File: src/verilog/s16_bus_pkg.sv
`default_nettype none

package s16_bus_pkg;

    // Mapper regions, the index into the one-hot active vector
    typedef enum logic [2:0] {
        REG_ROM0 = 3'd0,
        REG_ROM1 = 3'd1,
        REG_ROM2 = 3'd2,  // Also the tile bank latch on writes
        REG_RAM  = 3'd3,
        REG_ORAM = 3'd4,
        REG_VRAM = 3'd5,  // A16 splits tile RAM and text RAM
        REG_PAL  = 3'd6,
        REG_IO   = 3'd7
    } region_e;

    // 68000 bus as seen from the CPU side
    typedef struct packed {
        logic [23:1] addr;
        logic        as_n;
        logic        uds_n;
        logic        lds_n;
        logic        rnw;
        logic [15:0] dout;    // Write data
    } bus_req_t;

    typedef struct packed {
        logic rom;
        logic ram;
        logic vram;
        logic chr;
        logic pal;
        logic obj;
        logic io;
        logic tbank;
    } mem_cs_t;

    // Write side toward the video and work memories
    typedef struct packed {
        logic [12:1] addr;
        logic [15:0] dout;
        logic        uds_wn;
        logic        lds_wn;
    } mem_wr_t;

endpackage

`default_nettype wire

File: src/verilog/s16_cab_pkg.sv
`default_nettype none

package s16_cab_pkg;

    // Raw cabinet inputs, active low as on the harness
    typedef struct packed {
        logic [7:0] joy1;
        logic [7:0] joy2;
        logic [1:0] start;
        logic [1:0] coin;
        logic       service;
        logic       dip_test;
        logic [7:0] dipsw_a;
        logic [7:0] dipsw_b;
        logic [1:0] spare;
    } cab_in_t;

    typedef struct packed {
        logic       flip;
        logic       video_en;
        logic [5:0] tile_bank;
    } vid_ctrl_t;

    // I/O page, taken from A13..A12
    typedef enum logic [1:0] {
        IO_CTRL   = 2'd0,
        IO_INPUTS = 2'd1,
        IO_DIPS   = 2'd2,
        IO_NONE   = 2'd3
    } io_page_e;

endpackage

`default_nettype wire

File: src/verilog/s16_bus_ctrl.sv
`default_nettype none

module s16_bus_ctrl
    import s16_bus_pkg::*;
(
    input  wire          clk,
    input  wire          rst,
    input  wire          cpu_cen,
    input  wire          as_n,
    input  wire mem_cs_t cs,
    input  wire          map_cs,
    input  wire          rom_ok,
    input  wire          ram_ok,
    input  wire [15:0]   rom_data,
    input  wire [15:0]   ram_data,
    input  wire [15:0]   char_dout,
    input  wire [15:0]   pal_dout,
    input  wire [15:0]   obj_dout,
    input  wire [7:0]    cab_dout,
    output logic [15:0]  cpu_din,
    output logic         dtack_n
);

    typedef enum logic [1:0] {
        BUS_IDLE,
        BUS_WAIT,
        BUS_ACK
    } bus_state_e;

    bus_state_e  state;
    logic        as_q;      // Lets selects and cab_dout settle first
    logic        busy;
    logic [15:0] rd_data;

    // Only the SDRAM-backed memories can stall the CPU
    assign busy = (cs.rom & ~rom_ok) | ((cs.ram | cs.vram) & ~ram_ok);

    always_comb begin
        if (cs.ram || cs.vram) begin
            rd_data = ram_data;
        end else if (cs.rom) begin
            rd_data = rom_data;
        end else if (cs.chr) begin
            rd_data = char_dout;
        end else if (cs.pal) begin
            rd_data = pal_dout;
        end else if (cs.obj) begin
            rd_data = obj_dout;
        end else if (cs.io) begin
            rd_data = {8'hFF, cab_dout};
        end else if (map_cs) begin
            rd_data = 16'hFFFF;     // Mapper registers are write only
        end else begin
            rd_data = 16'hFFFF;     // Unmapped, acknowledged anyway
        end
    end

    always_ff @(posedge clk, posedge rst) begin
        if (rst) begin
            state   <= BUS_IDLE;
            as_q    <= 1'b1;
            dtack_n <= 1'b1;
            cpu_din <= 16'hFFFF;
        end else begin
            as_q <= as_n;
            case (state)
                BUS_IDLE: if (!as_q) state <= BUS_WAIT;
                BUS_WAIT: begin
                    if (as_n) begin
                        state <= BUS_IDLE;
                    end else if (cpu_cen && !busy) begin
                        state   <= BUS_ACK;
                        dtack_n <= 1'b0;
                        cpu_din <= rd_data;   // Held until the next access
                    end
                end
                BUS_ACK: begin
                    if (as_n) begin
                        state   <= BUS_IDLE;
                        dtack_n <= 1'b1;
                    end
                end
                default: state <= BUS_IDLE;
            endcase
        end
    end

endmodule

`default_nettype wire

File: src/verilog/s16_cab_io.sv
`default_nettype none

module s16_cab_io
    import s16_bus_pkg::*;
    import s16_cab_pkg::*;
(
    input  wire          clk,
    input  wire          rst,
    input  wire mem_cs_t cs,
    input  wire [23:1]   addr,
    input  wire mem_wr_t wr,
    input  wire cab_in_t cab,
    output logic [7:0]   cab_dout,
    output vid_ctrl_t    vid
);

    io_page_e   page;
    logic [7:0] sort1;
    logic [7:0] sort2;

    // Harness wiring puts the joystick bits in this order
    function automatic logic [7:0] sort_joy(input logic [7:0] j);
        return {j[1], j[0], j[3], j[2], j[7], j[5], j[4], j[6]};
    endfunction

    assign page  = io_page_e'(addr[13:12]);
    assign sort1 = sort_joy(cab.joy1);
    assign sort2 = sort_joy(cab.joy2);

    always_ff @(posedge clk, posedge rst) begin
        if (rst) begin
            cab_dout     <= 8'hFF;
            vid.flip     <= 1'b0;
            vid.video_en <= 1'b1;
        end else begin
            cab_dout <= 8'hFF;   // Idle bus reads high
            if (cs.io) begin
                case (page)
                    IO_CTRL: begin
                        if (!wr.lds_wn) begin
                            vid.flip     <= wr.dout[6];
                            vid.video_en <= wr.dout[5];
                        end
                    end
                    IO_INPUTS: begin
                        case (addr[2:1])
                            2'd0: cab_dout <= {2'b11, cab.start, cab.service,
                                               cab.dip_test, cab.coin};
                            2'd1: cab_dout <= sort1;
                            2'd3: cab_dout <= sort2;
                            default: cab_dout <= 8'hFF;
                        endcase
                    end
                    IO_DIPS: cab_dout <= addr[1] ? cab.dipsw_a : cab.dipsw_b;
                    IO_NONE: cab_dout <= 8'hFF;
                    default: cab_dout <= 8'hFF;
                endcase
            end
        end
    end

    // Tile bank halves picked by A1
    always_ff @(posedge clk, posedge rst) begin
        if (rst) begin
            vid.tile_bank <= 6'd0;
        end else if (cs.tbank && !wr.lds_wn) begin
            if (addr[1]) begin
                vid.tile_bank[5:3] <= wr.dout[2:0];
            end else begin
                vid.tile_bank[2:0] <= wr.dout[2:0];
            end
        end
    end

endmodule

`default_nettype wire

File: src/verilog/s16_cen_gen.sv
`default_nettype none

module s16_cen_gen #(
    parameter logic [7:0] CEN_NUM = 8'd29,
    parameter logic [7:0] CEN_DEN = 8'd146
) (
    input  wire  clk,
    input  wire  rst,
    output logic cpu_cen,
    output logic cpu_cenb
);

    localparam logic [8:0] NUM  = {1'b0, CEN_NUM};
    localparam logic [8:0] DEN  = {1'b0, CEN_DEN};
    localparam logic [8:0] HALF = DEN >> 1;

    logic [8:0] acc_a;     // Phase of cpu_cen
    logic [8:0] acc_b;     // Same step, offset by half a period
    logic [8:0] sum_a;
    logic [8:0] sum_b;

    assign sum_a = acc_a + NUM;
    assign sum_b = acc_b + NUM;

    always_ff @(posedge clk, posedge rst) begin
        if (rst) begin
            acc_a    <= 9'd0;
            acc_b    <= HALF;
            cpu_cen  <= 1'b0;
            cpu_cenb <= 1'b0;
        end else begin
            cpu_cen  <= sum_a >= DEN;
            cpu_cenb <= sum_b >= DEN;
            acc_a    <= (sum_a >= DEN) ? sum_a - DEN : sum_a;
            acc_b    <= (sum_b >= DEN) ? sum_b - DEN : sum_b;
        end
    end

endmodule

`default_nettype wire

File: src/verilog/s16_decoder.sv
`default_nettype none

module s16_decoder
    import s16_bus_pkg::*;
(
    input  wire           clk,
    input  wire           rst,
    input  wire bus_req_t bus,
    input  wire [7:0]     active,
    input  wire           map_hit,
    output mem_cs_t       cs,
    output logic          map_cs,
    output logic [17:0]   rom_addr,
    output mem_wr_t       wr
);

    mem_cs_t cs_next;
    logic    busn;      // Address strobe with at least one data strobe

    assign busn = bus.as_n | (bus.uds_n & bus.lds_n);

    always_comb begin
        cs_next       = '0;
        cs_next.rom   = |active[REG_ROM2:REG_ROM0] && bus.rnw;
        cs_next.ram   = !busn && active[REG_RAM];
        cs_next.obj   = active[REG_ORAM];
        cs_next.vram  = !busn && active[REG_VRAM] && !bus.addr[16];
        cs_next.chr   = active[REG_VRAM] && bus.addr[16];
        cs_next.pal   = active[REG_PAL];
        cs_next.io    = active[REG_IO];
        cs_next.tbank = active[REG_ROM2] && !bus.rnw;
    end

    always_ff @(posedge clk, posedge rst) begin
        if (rst) begin
            cs     <= '0;
            map_cs <= 1'b0;
        end else if (!bus.as_n) begin
            cs     <= cs_next;
            map_cs <= map_hit;
        end else begin
            cs     <= '0;     // Drop as soon as the CPU ends the cycle
            map_cs <= 1'b0;
        end
    end

    // 512 kB of program ROM
    assign rom_addr = {active[REG_ROM1], bus.addr[17:1]};

    assign wr.addr   = bus.addr[12:1];
    assign wr.dout   = bus.dout;
    assign wr.uds_wn = bus.rnw | bus.uds_n;
    assign wr.lds_wn = bus.rnw | bus.lds_n;

endmodule

`default_nettype wire

File: src/verilog/s16_main.sv
`default_nettype none

module s16_main
    import s16_bus_pkg::*;
    import s16_cab_pkg::*;
#(
    parameter logic [7:0] CEN_NUM = 8'd29,
    parameter logic [7:0] CEN_DEN = 8'd146
) (
    input  wire           clk,
    input  wire           rst,
    input  wire bus_req_t bus,
    output logic [15:0]   cpu_din,
    output logic          dtack_n,
    output logic          cpu_cen,
    output mem_cs_t       cs,
    output mem_wr_t       wr,
    output logic [17:0]   rom_addr,
    input  wire [15:0]    rom_data,
    input  wire           rom_ok,
    input  wire [15:0]    ram_data,
    input  wire           ram_ok,
    input  wire [15:0]    char_dout,
    input  wire [15:0]    pal_dout,
    input  wire [15:0]    obj_dout,
    input  wire cab_in_t  cab,
    output vid_ctrl_t     vid
);

    logic [7:0] active;
    logic       map_hit;
    logic       map_cs;
    logic [7:0] cab_dout;

    // cpu_cenb is for a CPU core, not modelled here
    s16_cen_gen #(
        .CEN_NUM (CEN_NUM),
        .CEN_DEN (CEN_DEN)
    ) u_cen (
        .clk      (clk),
        .rst      (rst),
        .cpu_cen  (cpu_cen),
        .cpu_cenb ()
    );

    s16_mapper u_mapper (
        .clk     (clk),
        .rst     (rst),
        .bus     (bus),
        .active  (active),
        .map_hit (map_hit)
    );

    s16_decoder u_decoder (
        .clk      (clk),
        .rst      (rst),
        .bus      (bus),
        .active   (active),
        .map_hit  (map_hit),
        .cs       (cs),
        .map_cs   (map_cs),
        .rom_addr (rom_addr),
        .wr       (wr)
    );

    s16_cab_io u_cab (
        .clk      (clk),
        .rst      (rst),
        .cs       (cs),
        .addr     (bus.addr),
        .wr       (wr),
        .cab      (cab),
        .cab_dout (cab_dout),
        .vid      (vid)
    );

    s16_bus_ctrl u_bus (
        .clk       (clk),
        .rst       (rst),
        .cpu_cen   (cpu_cen),
        .as_n      (bus.as_n),
        .cs        (cs),
        .map_cs    (map_cs),
        .rom_ok    (rom_ok),
        .ram_ok    (ram_ok),
        .rom_data  (rom_data),
        .ram_data  (ram_data),
        .char_dout (char_dout),
        .pal_dout  (pal_dout),
        .obj_dout  (obj_dout),
        .cab_dout  (cab_dout),
        .cpu_din   (cpu_din),
        .dtack_n   (dtack_n)
    );

endmodule

`default_nettype wire

File: src/verilog/s16_mapper.sv
`default_nettype none

module s16_mapper
    import s16_bus_pkg::*;
(
    input  wire         clk,
    input  wire         rst,
    input  wire bus_req_t bus,
    output logic [7:0]  active,
    output logic        map_hit
);

    logic [7:0] base [8];   // Compared with A23..A16
    logic [7:0] en;
    logic [1:0] size [8];   // 2^size blocks of 64 kB
    logic [7:0] match;
    logic       reg_wr;
    region_e    sel;

    function automatic logic region_hit(input logic [7:0] a_hi, input logic [7:0] b,
                                        input logic [1:0] s);
        logic [7:0] mask;
        mask = 8'hFF << s;
        return ((a_hi ^ b) & mask) == 8'h00;
    endfunction

    // Register window at FFFFE0..FFFFFF
    assign map_hit = &bus.addr[23:5];
    assign reg_wr  = map_hit && !bus.as_n && !bus.rnw && !bus.lds_n;
    assign sel     = region_e'(bus.addr[4:2]);

    always_ff @(posedge clk, posedge rst) begin
        if (rst) begin
            for (int i = 0; i < 8; i++) begin
                base[i] <= 8'h00;
                en[i]   <= (i == 0);                  // Boot ROM only
                size[i] <= (i == 0) ? 2'd3 : 2'd0;
            end
        end else if (reg_wr) begin
            if (bus.addr[1]) begin
                en[sel]   <= bus.dout[2];
                size[sel] <= bus.dout[1:0];
            end else begin
                base[sel] <= bus.dout[7:0];
            end
        end
    end

    always_comb begin
        for (int i = 0; i < 8; i++) begin
            match[i] = en[i] && region_hit(bus.addr[23:16], base[i], size[i]);
        end
    end

    // Lowest index wins, the window masks every region
    assign active = map_hit ? 8'h00 : (match & (~match + 8'd1));

endmodule

`default_nettype wire
File: config.mk
export PLATFORM = sky130hd
export DESIGN_NAME = s16_main
export DESIGN_NICKNAME = d
export VERILOG_FILES = /design/src/verilog/s16_bus_pkg.sv /design/src/verilog/s16_cab_pkg.sv /design/src/verilog/s16_bus_ctrl.sv /design/src/verilog/s16_cab_io.sv /design/src/verilog/s16_cen_gen.sv /design/src/verilog/s16_decoder.sv /design/src/verilog/s16_main.sv /design/src/verilog/s16_mapper.sv
export SDC_FILE = /design/constraint.sdc
export NUM_CORES = 1
export LEC_CHECK = 0
export BUFFER_PORTS_ARGS = -buffer_cell sky130_fd_sc_hd__buf_2
export CAP_MARGIN = 20
export CORE_ASPECT_RATIO = 1.25
export CORE_MARGIN = 3
export CORE_UTILIZATION = 55
export CTS_BUF_LIST = sky130_fd_sc_hd__clkbuf_4 sky130_fd_sc_hd__clkbuf_8
export DETAILED_ROUTE_END_ITERATION = 7
export PLACE_DENSITY_LB_ADDON = 0.12
export SYNTH_ARGS = -nofsm -noshare
export SYNTH_HDL_FRONTEND = slang
export SYNTH_HIERARCHICAL = 1
export SYNTH_SLANG_ARGS = --single-unit
File: constraint.sdc
create_clock -name clk -period 2.9 [get_ports clk]
set_input_delay 0 -clock clk [delete_from_list [all_inputs] [get_ports clk]]
set_output_delay 0 -clock clk [all_outputs]
set_load 0.02 [all_outputs]
### After elaboration in Yosys (flattened, before gate mapping)

Cells that the tools add are included.

| operators by class | value |
|---|---|
| mux-type cells | 31 |
| equality and inequality tests | 11 |
| div/mod/pow operators | 0 |
| multiply operators | 0 |
| bitwise gates (word level) | 32 |
| $lt $le $gt $ge | 5 |
| shift operators | 8 |
| add/sub/neg operators | 3 |
| reductions and logical operators | 51 |

Operators with widths:

| operator | count |
|---|---|
| $mux 16 | 5 |
| $and 8x8->8 | 9 |
| $bwmux 64 | 1 |
| $logic_not 8->1 | 8 |
| $shl 8x2->8 const A | 8 |
| $xor 8x8->8 | 8 |
| $mux 8 | 6 |
| $demux 8 s3 | 1 |
| $pmux 8 s3 | 1 |
| $logic_and 1x1->1 | 21 |
| $reduce_and 19->1 | 1 |
| $bwmux 16 | 1 |
| $pmux 8 s2 | 1 |
| $mux 2 | 5 |
| $add 9x5->9 const B | 1 |
| $ge 9x8->1 const B | 1 |
| $mux 9 | 1 |
| $reduce_and 3->1 | 3 |
| $sub 9x8->9 const B | 1 |
| $add 8x1->8 const B | 1 |
| $bwmux 8 | 1 |
| $not 8->8 | 1 |
| $reduce_and 2->1 | 4 |
| $logic_not 1->1 | 7 |
| other kinds (23) | 44 |

| word-level totals | value |
|---|---|
| memories | 0 |
| output and inout bits | 82 |
| word-level logic and storage cells | 177 |
| bits in registers | 142 |
| RAM bits | 0 |
| memory bits (read-only) | 0 |
| bits in latches | 0 |
| bits of input ports | 167 |

### Depth between registers and ports, before layout

Gate-level depths: netlist of the first run.

| logic depth | value |
|---|---|
| word-level depth | 11 |
| mapped depth | 10 |
| depth with buffers taken out | 9 |

### Cells and area by module

The synthesis of the first run kept the hierarchy.

Modules (own cells, without submodules):

| module | area each (µm²) | cells an instance | instances | sequential area each (µm²) |
|---|---|---|---|---|
| s16_mapper | 4,463.0 | 350 | 1 | 2,205.9 |
| s16_cen_gen | 1,660.3 | 184 | 1 | 504.2 |
| s16_bus_ctrl | 1,585.3 | 191 | 1 | 523.0 |
| s16_cab_io | 958.4 | 83 | 1 | 411.6 |
| s16_decoder | 683.2 | 69 | 1 | 225.2 |

### Worst setup path before layout of the first run

No wires, ideal clock.

| timing | value |
|---|---|
| path type | register -> register |
| start point | reg u_cen/acc_b[0] (netlist name) |
| end point | reg u_cen/acc_b[5] (netlist name) |
| buffers on the path | 1 |
| library setup time | 0.128 ns |
| data arrival time | 2.435 ns |
| slack | 0.337 ns |
| clock period less this slack | 2.563 ns |
| required time | 2.772 ns |
| cell stages (with the launch flop) | 12 |
| path through | dfstp_2 > ha_1 > clkbuf_4 > nand2b_1 > nand2_1 > ha_1 > and2_1 > a221oi_1 > o21ai_2 > a31oi_2 > o21ai_1 > xor2_1 |

### Worst setup path after layout of the first run

| timing | value |
|---|---|
| start point | reg u_cen.acc_a[0] |
| end point | reg u_cen.acc_a[6] |

| between the ends | value |
|---|---|
| cells in the longest elaborated chain, start to end | 3 |
| elaborated cells on any way between the ends | 4 |
| classes of those cells | add/sub: 2; order compare: 1; mux: 1 |

Ends and longest elaborated chain:

| item | line | RTL |
|---|---|---|
| from (decl) | s16_cen_gen.sv:17 | `logic [8:0] acc_a;` |
| from (signal assigned) | s16_cen_gen.sv:34 | `acc_a <= (sum_a >= DEN) ? sum_a - DEN : sum_a;` |
| $add 9x5->9 (*) | s16_cen_gen.sv:22 | `assign sum_a = acc_a + NUM;` |
| $sub 9x8->9 or $ge 9x8->1 (tied branches) | s16_cen_gen.sv:34 |  |
| $mux 9 (*) | s16_cen_gen.sv:34 |  |

Mark *: on every way between the ends. The rest lies on a longest branch, timed or not.
A chain may end at the register's enable or synchronous reset.

==> flow_metrics.py, run 1 <==
metrics = {
    "critical_path": {
        "r2r_start": "u_cen/acc_a[0]",
        "critPathKind": "reg -> reg",
        "cp_top_family": "compound AO/OA/AOI/OAI gates",
        "regToRegSetupSlack_ns": 0.17,
        "cp.arrival_ns": 3.11,
        "critPathSlowestCell": "dfrtp_1",
        "path_buf_inv": 0,
        "reg2reg_depth": 9,
        "cp-start-kind": "flop",
        "cp_num_cells": 9,
        "max_stage_delay_ns": 0.52,
        "path_max_fanout": 10,
        "cp_cell_sequence": "ha_1 > xor2_1 > ha_1 > and2_1 > a221oi_1 > o21ai_1 > a311oi_1 > mux2i_1 > xor2_1",
        "rr_endpoint": "u_cen/acc_a[6]",
        "required_ns": 3.28,
        "critPathCaptureType": "flop",
    },
    "timing": {
        "rsz0062_at_grt": "false",
        "timing.final.crit_share_pct": 94.2,
        "fin_skew_ns": 0.0170,
        "finalMaxSlewViolations": 0,
        "tightest_slew_ns": 0.799,
        "finalSetupTns_ns": 0,
        "hold_violations": 0,
        "setup_viol_count_final": 0,
        "period_minus_slack_ns": 2.73,
        "worst_slack_ns": 0.167,
        "fmax_mhz": 366,
        "slew-limit-headroom_pct": 46.7,
    },
    "logic_synthesis": {
        "syn_nets": 963,
        "ys_warn_count": 6,
        "avgSynthCellArea_um2": 10.7,
        "syn_area_um2": 8490,
        "syn_inst": 790,
    },
    "route": {
        "drc": 0,
        "firstDrtPassIters": 5,
        "vias_per_cell": 5.49,
        "postRouteAntennaNets": 0,
        "drt-total-wl_mm": 22.8,
        "wire_per_inst_um": 18.2,
        "drt_iter0_markers": 329,
        "vias": 6885,
    },
    "placement": {
        "dpl-instance-area_um2": 9360,
        "place_ws_ns": 0.212,
        "hpwl_mm": 17.1,
        "routabilityCongestion": 0.902,
        "io_buffers": 230,
    },
    "die": {
        "initial_core_util_pct": 56.3,
        "die_y_um": 145,
        "fp.dieArea_um2": 17000,
        "std_cell_rows": 50,
        "io_pins": 249,
        "core_um2": 15100,
        "die_w_um": 117,
    },
    "clocking": {
        "clk_pin_slew_ns": 0.09,
        "clockRootBuffer": "clkbuf_8",
        "cts_buffer_depth": 2,
        "h-tree-depth": 4,
        "postCtsSetupRepairBufs": 0,
        "clkLatencyLatePin_ns": 0.45,
        "numCtsBuffers": 17,
        "cts_tree": "done",
        "cts_sinks": 142,
    },
    "global_routing": {
        "grt_max_degree": 53,
        "grt_pass1_vias": 6872,
        "grt_remaining_overflow": 0,
        "grt_pass1_wl_mm": 34.9,
        "grtUsageTotal_pct": 26.7,
        "antenna_found_initial": 1,
    },
    "power_and_ir_drop": {
        "p_leak_nw": 4.98,
        "peakVddDrop_mv": 0.331,
        "p_per_area_nw_per_um2": 428,
    },
    "hold_path": {
        "hold_depth": 0,
        "hp-class": "in -> out",
        "hold_end": "wr[16]",
        "min_from": "bus[14]",
    },
    "cells_and_area": {
        "nNetsFinal": 1206,
        "finalCoreUtilization_pct": 69.8,
        "final_cell_area_um2": 10500,
        "syn_to_final_growth_pct": 24.0,
        "layout-drive-gt1-share_pct": 43.3,
    },
    "run": {
        "cap_viol_max_count": 0,
    },
    "run_status": {
        "status": "finished, final reports clean",
    },
}
[registers in the layout, indices dropped and copies added (netlist names)]
register and flops:
u_decoder/cs 8, u_bus/cpu_din 16, u_bus/state 2, u_cab/cab_dout 8, u_bus/dtack_n 1, u_bus/as_q 1, u_cen/acc_a 9, u_cen/cpu_cen 1
u_mapper/size 16, u_cab/vid 8, u_mapper/en 8, u_mapper/base 64
[worst reg2reg max path: cells and delay by family, from the launching register on]
kind,cells,cell delay [ns]
adder cells (fa/ha/maj),2,0.54
XOR/XNOR,2,0.33
AND/OR/NAND/NOR,1,0.16
multiplexers,1,0.26
flip-flops,1,0.52
AO/OA/AOI/OAI,3,0.85
[placed cells by master (no fill, tap or decap), types with 6 or more instances in the layout]
| cell | n |
|---|---|
| buf_2 | 230 |
| dfrtp_1 | 112 |
| mux2_2 | 100 |
| dlygate4sd3_1 | 68 |
| xnor2_1 | 57 |
| a21oi_1 | 46 |
| nor2_1 | 41 |
| nand2_1 | 37 |
| o21ai_0 | 36 |
| dfstp_2 | 30 |
| inv_1 | 18 |
| clkbuf_8 | 17 |
| o22ai_1 | 16 |
| xor2_1 | 15 |
| nor3_1 | 12 |
| buf_4 | 11 |
| mux2i_1 | 11 |
| nand4_1 | 11 |
| o211ai_1 | 10 |
| a21o_1 | 10 |
| o221ai_1 | 9 |
| o31a_1 | 8 |
| nand3_1 | 8 |
| nand2b_1 | 7 |
| a21oi_2 | 7 |
| or2_2 | 6 |
| o21ai_1 | 6 |
| ha_1 | 6 |
| nor2_2 | 6 |
[final cells by class]
cell class | count | area, um^2
fill | 1227 | 4550
inverter | 21 | 81.3
antenna | 1 | 2.50
sequential | 142 | 3590
clock inverter | 15 | 235
tap | 208 | 260
timing repair buffer | 310 | 1930
clock buffer | 17 | 234
multi-input combinational | 541 | 4180
[how the worst max path moves through the flow]
stage,from,to
floorplan,u_cen/acc_a[0],u_cen/acc_a[6]
global placement,u_cen/acc_a[0],u_cen/acc_a[6]
global route,u_cen/acc_a[0],u_cen/acc_a[6]
detailed placement,u_cen/acc_a[0],u_cen/acc_a[1]
CTS,u_decoder/cs[5],u_bus/cpu_din[1]
finish,u_cen/acc_a[0],u_cen/acc_a[6]
[repair_timing]
action / 4_1_cts / 5_1_grt
hold buffers: 68 / 0
resized for setup: 0 / 2
setup endpoints to repair: 0 / 5
hold endpoints to repair: 135 / 0
[per-stage QoR]
stage / power [mW] / hold slack (ns) / std cells
floorplan: 2.43 / -0.184 / 790
global placement: 2.62 / 0.000137 / 1154
detailed placement: 2.62 / 0.000137 / 1154
CTS: 4.55 / 0.000137 / 1254
global route: 4.70 / 0.000120 / 1255
finish: 4.51 / 0.0000378 / 1255
[power breakdown]
group | total (mW) | internal, mW | leakage (nW) | switching (mW)
combinational | 0.606 | 0.268 | 2.89 | 0.337
clock | 1.85 | 1.04 | 0.228 | 0.806
sequential | 2.06 | 2.04 | 1.86 | 0.0198
total | 4.51 | 3.34 | 4.98 | 1.16
[routing by layer]
| metal | track usage [%] | wire length, um | vias up | part of all wire, % |
|---|---|---|---|---|
| li1 | - | - | 3259 | - |
| met4 | 11.2 | 686 | 0 | 3.0 |
| met3 | 4.91 | 1270 | 48 | 5.6 |
| met5 | 0 | 0 | - | 0 |
| met1 | 30.0 | 9040 | 3327 | 40 |
| met2 | 49.1 | 11800 | 251 | 52 |
(Power assumes the default switching activity.)
==> run 2, diff against run 1 <==
--- a/config.mk
+++ b/config.mk
@@ -9,7 +9,7 @@
 export CAP_MARGIN = 20
 export CORE_ASPECT_RATIO = 1.25
 export CORE_MARGIN = 3
-export CORE_UTILIZATION = 55
+export CORE_UTILIZATION = 60
 export CTS_BUF_LIST = sky130_fd_sc_hd__clkbuf_4 sky130_fd_sc_hd__clkbuf_8
 export DETAILED_ROUTE_END_ITERATION = 7
 export PLACE_DENSITY_LB_ADDON = 0.12
==> constraint.sdc (replaced) <==
create_clock -name clk -period 3.47 [get_ports clk]
set_input_delay 0 -clock clk [delete_from_list [all_inputs] [get_ports clk]]
set_output_delay 0 -clock clk [all_outputs]
set_load 0.02 [all_outputs]
==> run 2 against run 1 <==
Net effect:
- hold slack barely moved
- utilization up 6.2 points
- register-to-register slack better by 0.30 ns
- critical path depth is the same
- largest power group unchanged
- clock power down 30%
==> flow_metrics.py, run 2 (synthesized netlist as in run 1, its figures left out) <==
metrics = {
    "run_status": {
        "status": "finished, final reports clean",
    },
    "route": {
        "firstDrtPassIters": 5,
        "drc": 0,
        "vias_per_cell": 5.90,
        "dr.max_layer_used": "met4",
        "drt-total-wl_mm": 24.5,
        "met1_length_mm": 9.45,
        "wl_met3_mm": 1.48,
        "vias": 7116,
        "postRouteAntennaNets": 0,
        "dr_wl_met2_mm": 12.9,
        "drt_iter0_markers": 431,
        "wire_per_inst_um": 20.3,
    },
    "die": {
        "initial_core_util_pct": 62.8,
        "die_y_um": 139,
        "io_pins": 249,
        "fp.dieArea_um2": 15600,
        "core_um2": 13500,
        "die_w_um": 112,
        "std_cell_rows": 47,
    },
    "timing": {
        "slew-limit-headroom_pct": 38.4,
        "whs_ns": 0.0000595,
        "period_minus_slack_ns": 3.00,
        "fmax_mhz": 333,
        "finalSetupTns_ns": 0,
        "fin_skew_ns": 0.0187,
        "tightest_slew_ns": 0.922,
        "hold_violations": 0,
        "timing.final.crit_share_pct": 86.6,
        "finalMaxSlewViolations": 0,
        "rsz0062_at_grt": "false",
        "setup_viol_count_final": 0,
    },
    "power_and_ir_drop": {
        "p_sw_share_pct": 28.8,
        "p_per_area_nw_per_um2": 343,
        "p_leak_nw": 4.88,
        "p_comb_share_pct": 14.3,
        "pwr-share-clk_pct": 36.8,
        "power_frac_seq_pct": 48.8,
        "intPower_mw": 2.51,
        "p_switching_mw": 1.02,
        "peakVddDrop_mv": 0.259,
    },
    "hold_path": {
        "hold_end": "wr[17]",
        "hp-class": "in -> out",
        "min_from": "bus[15]",
        "hold_depth": 0,
    },
    "placement": {
        "routabilityCongestion": 0.974,
        "hpwl_mm": 17.9,
        "io_buffers": 230,
    },
    "critical_path": {
        "cp_cell_sequence": "ha_1 > xor2_1 > ha_1 > and2_1 > a221oi_1 > o21ai_1 > a311oi_1 > mux2i_1 > xor2_1",
        "cp-startpoint": "u_cen/acc_a[0]",
        "required_ns": 3.85,
        "rr_endpoint": "u_cen/acc_a[6]",
        "critPathSlowestCell": "dfrtp_1",
        "r2r_start": "u_cen/acc_a[0]",
        "max_stage_delay_ns": 0.57,
        "critPathCaptureType": "flop",
        "regToRegSetupSlack_ns": 0.47,
        "cp-start-kind": "flop",
        "critPathKind": "reg -> reg",
        "cp_top_family": "compound AO/OA/AOI/OAI gates",
        "path_max_fanout": 11,
        "reg2reg_depth": 9,
        "path_buf_inv": 0,
        "cp.arrival_ns": 3.38,
    },
    "global_routing": {
        "antenna_found_initial": 1,
        "grt_pass1_vias": 7469,
        "grt_pass1_wl_mm": 38.2,
        "grtUsageTotal_pct": 30.8,
        "grt_remaining_overflow": 0,
        "grt_max_degree": 50,
    },
    "clocking": {
        "cts_sinks": 142,
        "clockRootBuffer": "clkbuf_8",
        "clkLatencyLatePin_ns": 0.45,
        "ctsResizeCount": 0,
        "cts_tree": "done",
        "numCtsBuffers": 17,
        "clk_pin_slew_ns": 0.09,
        "h-tree-depth": 4,
        "cts_buffer_depth": 2,
    },
    "run": {
        "cap_viol_max_count": 0,
    },
    "cells_and_area": {
        "syn_to_final_growth_pct": 21.1,
        "final_common_cell": "buf_2",
        "final_cell_mix": "buf_2 (230), dfrtp_1 (112), mux2_2 (100), dlygate4sd3_1 (66), xnor2_1 (57)",
        "nNetsFinal": 1195,
        "layout-drive-gt1-share_pct": 42.8,
        "n_fill_cell": 944,
        "top_register": "u_mapper/base",
        "reg_top3": "u_mapper/base (64), u_bus/cpu_din (16), u_mapper/size (16)",
        "largest_register_ffs": 64,
    },
}
[run 2: cell count changes in the layout (fill, tap and decap cells not counted), sizes merged]
cell,previous run,this run
buf,242,233
bufinv,5,1
clkinv,7,5
clkinvlp,2,3
dlygate4sd3,68,66
inv,22,27
[run 2: how the worst max path moves through the flow]
| stage | to | depth (start not counted) |
|---|---|---|
| finish | u_cen/acc_a[6] | 9 |
| global route | u_cen/acc_a[6] | 9 |
| CTS | u_cen/acc_a[6] | 9 |
| detailed placement | u_cen/acc_a[6] | 9 |
| global placement | u_cen/acc_a[6] | 9 |
| floorplan | u_cen/acc_a[6] | 10 |
[run 2: worst reg2reg max path, cell delays in order (launching register included)]
cell and delay [ns]:
dfrtp_1 0.57, ha_1 0.47, xor2_1 0.15, ha_1 0.26
and2_1 0.17, a221oi_1 0.33, o21ai_1 0.20, a311oi_1 0.40
mux2i_1 0.26, xor2_1 0.15
[run 2: power groups by stage]
stage / sequential, mW / clock (mW) / combinational, mW
floorplan: 1.78 / 0 / 0.244
global placement: 1.75 / 0 / 0.427
detailed placement: 1.75 / 0 / 0.436
CTS: 1.72 / 1.32 / 0.499
global route: 1.73 / 1.40 / 0.541
finish: 1.72 / 1.30 / 0.505
[run 2: timing repair]
action,4_1_cts,5_1_grt
hold endpoints to repair,135,0
buffers inserted,0,0
hold buffers,66,0
[run 2: cell type report]
class	count	area, um^2	share of cell area [%]
well taps	171	214	2.08
clock inverters	15	150	1.46
inverters	21	81.3	0.791
flip-flops and latches	142	3590	34.9
multi-input cells	541	4170	40.6
diodes	1	2.50	0.0243
repair buffers	299	1830	17.8
clock buffers	17	234	2.28
[run 2: stage by stage]
step	cell area [um^2]	setup WS (ns)	instances	utilization, %	total power, mW
after floorplan	8490	0.969	790	-	2.03
after global placement	9230	0.681	1108	68.3	2.18
after detailed placement	9230	0.596	1108	68.3	2.19
after CTS	10300	0.523	1206	76.0	3.54
after global routing	10300	0.295	1207	76.0	3.67
final	10300	0.466	1207	76.0	3.52
[run 2: routing by layer]
layer | vias to the layer above | track usage, %
li1 | 3231 | -
met1 | 3490 | 35.2
met2 | 335 | 55.8
met3 | 60 | 5.98
met4 | 0 | 12.8
met5 | - | 0
==> run 3, diff against run 2 <==
--- a/config.mk
+++ b/config.mk
@@ -7,9 +7,11 @@
 export LEC_CHECK = 0
 export BUFFER_PORTS_ARGS = -buffer_cell sky130_fd_sc_hd__buf_2
 export CAP_MARGIN = 20
+export CELL_PAD_IN_SITES_DETAIL_PLACEMENT = 1
+export CELL_PAD_IN_SITES_GLOBAL_PLACEMENT = 1
 export CORE_ASPECT_RATIO = 1.25
 export CORE_MARGIN = 3
-export CORE_UTILIZATION = 60
+export CORE_UTILIZATION = 46
 export CTS_BUF_LIST = sky130_fd_sc_hd__clkbuf_4 sky130_fd_sc_hd__clkbuf_8
 export DETAILED_ROUTE_END_ITERATION = 7
 export PLACE_DENSITY_LB_ADDON = 0.12
==> run 3 against run 2 <==
Net effect:
- final area is 0.67% higher
- critical endpoint unchanged
- clock skew is 0.0032 ns lower
- critical path type unchanged
- die area is 29% higher
==> flow_metrics.py, run 3 (synthesized netlist as in run 1, its figures left out) <==
metrics = {
    "critical_path": {
        "required_ns": 3.84,
        "path_max_fanout": 11,
        "critPathSlowestCell": "dfrtp_1",
        "critPathKind": "reg -> reg",
        "max_stage_delay_ns": 0.55,
        "cp_cell_sequence": "ha_1 > xor2_1 > ha_1 > and2_1 > a221oi_1 > o21ai_1 > a311oi_1 > mux2i_1 > xor2_1",
        "critPathCaptureType": "flop",
        "cp-start-kind": "flop",
        "cp.arrival_ns": 3.37,
    },
    "die": {
        "core_um2": 17800,
        "fp.dieArea_um2": 20100,
        "io_pins": 249,
        "die_w_um": 128,
        "std_cell_rows": 54,
        "die_y_um": 158,
        "initial_core_util_pct": 47.8,
    },
    "run_status": {
        "status": "finished, final reports clean",
    },
    "route": {
        "drt_iter0_markers": 284,
        "vias": 6954,
        "firstDrtPassIters": 4,
        "drt-total-wl_mm": 26.2,
        "wire_per_inst_um": 20.8,
        "drc": 0,
        "vias_per_cell": 5.51,
        "postRouteAntennaNets": 0,
    },
    "cells_and_area": {
        "final_cell_area_um2": 10300,
        "final_common_cell": "buf_2",
        "final_cell_mix": "buf_2 (230), dfrtp_1 (112), mux2_2 (100), dlygate4sd3_1 (66), xnor2_1 (57)",
        "syn_to_final_growth_pct": 21.9,
        "largest_register_ffs": 64,
        "nNetsFinal": 1198,
        "reg_top3": "u_mapper/base (64), u_bus/cpu_din (16), u_mapper/size (16)",
        "layout-drive-gt1-share_pct": 43.0,
        "top_register": "u_mapper/base",
    },
    "clocking": {
        "clockRootBuffer": "clkbuf_8",
        "numCtsBuffers": 17,
        "clk_pin_slew_ns": 0.09,
        "cts_buffer_depth": 2,
        "clkLatencyLatePin_ns": 0.44,
        "cts_tree": "done",
        "postCtsSetupRepairBufs": 0,
        "cts_sinks": 142,
        "h-tree-depth": 4,
    },
    "hold_path": {
        "hp-class": "in -> out",
    },
    "timing": {
        "fin_skew_ns": 0.0155,
        "rsz0062_at_grt": "false",
        "timing.final.crit_share_pct": 86.3,
        "finalMaxSlewViolations": 0,
        "setup_viol_count_final": 0,
        "finalSetupTns_ns": 0,
        "tightest_slew_ns": 0.889,
        "fmax_mhz": 334,
        "period_minus_slack_ns": 2.99,
        "hold_violations": 0,
        "slew-limit-headroom_pct": 40.6,
    },
    "placement": {
        "dpl-instance-area_um2": 9320,
        "routabilityCongestion": 0.817,
        "hpwl_mm": 19.3,
        "io_buffers": 230,
    },
    "run": {
        "cap_viol_max_count": 0,
    },
    "global_routing": {
        "antenna_found_initial": 1,
        "grtUsageTotal_pct": 26.4,
        "grt_pass1_vias": 7557,
        "grt_remaining_overflow": 0,
        "grt_max_degree": 37,
        "grt_pass1_wl_mm": 41.4,
    },
    "power_and_ir_drop": {
        "p_leak_nw": 4.88,
        "peakVddDrop_mv": 0.264,
        "p_per_area_nw_per_um2": 333,
    },
}
-- run 3: what timing repair did --
item,CTS,global route
gates resized for setup,0,0
hold buffers,66,0
endpoints found under the hold margin,120,0
-- run 3: metrics by stage --
| stage | setup slack, ns | utilization, % | total power, mW | cells | hold slack [ns] |
|---|---|---|---|---|---|
| 2_1_floorplan | 0.969 | - | 2.03 | 790 | -0.184 |
| 3_3_place_gp | 0.618 | 52.5 | 2.19 | 1164 | 0.000137 |
| 3_5_place_dp | 0.544 | 52.5 | 2.20 | 1164 | 0.000137 |
| 4_1_cts | 0.501 | 58.2 | 3.49 | 1262 | 0.000137 |
| 5_1_grt | 0.231 | 58.2 | 3.60 | 1263 | 0.0000828 |
| 6_report | 0.475 | 58.2 | 3.44 | 1263 | 0.0000436 |
-- run 3: final cells by class --
| cell class | count | area (um^2) |
|---|---|---|
| Inverter | 21 | 81.3 |
| Antenna cell | 1 | 2.50 |
| Sequential cell | 142 | 3590 |
| Clock buffer | 21 | 277 |
| Timing Repair Buffer | 302 | 1860 |
| Tap cell | 224 | 280 |
| Clock inverter | 11 | 87.6 |
| Fill cell | 2018 | 7420 |
| Multi-Input combinational cell | 541 | 4170 |
-- run 3: final timing paths --
| path | startpoint | endpoint | slack, ns | depth (start not counted) |
|---|---|---|---|---|
| worst max-delay path | u_cen/acc_a[0] | u_cen/acc_a[6] | 0.48 | 9 |
| worst min-delay path | bus[9] | wr[11] | 0.00004 | 0 |
| worst max register to register | u_cen/acc_a[0] | u_cen/acc_a[6] | 0.48 | 9 |
| worst min register to register | u_bus/state[1] | u_bus/state[0] | 0.44 | 1 |
| max in group asynchronous | rst | u_mapper/en[0] | 2.48 | 4 |
| min in group asynchronous | rst | u_decoder/cs[7] | 0.13 | 3 |
-- run 3: where the power goes --
| part | leakage, nW | switching [mW] | total (mW) | internal [mW] |
|---|---|---|---|---|
| sequential | 1.86 | 0.0179 | 1.72 | 1.70 |
| clock | 0.175 | 0.655 | 1.21 | 0.554 |
| combinational | 2.85 | 0.295 | 0.513 | 0.219 |
| total | 4.88 | 0.968 | 3.44 | 2.47 |
-- run 3: worst max-delay path, delay by kind of cell, from the launching register on --
| kind | cells | cell delay [ns] |
|---|---|---|
| adder cells (fa/ha/maj) | 2 | 0.75 |
| multiplexers | 1 | 0.28 |
| XOR/XNOR | 2 | 0.32 |
| AND/OR/NAND/NOR | 1 | 0.16 |
| AO/OA/AOI/OAI | 3 | 0.89 |
| flip-flops | 1 | 0.55 |
-- run 3: per-layer routing --
layer,GRT usage (%),routed length [um],up-vias,share of wire (%)
li1,-,-,3229,-
met1,30.0,10400,3443,39
met2,48.8,13800,225,53
met3,4.86,1240,57,4.7
met4,10.3,834,0,3.2
met5,0,0,-,0
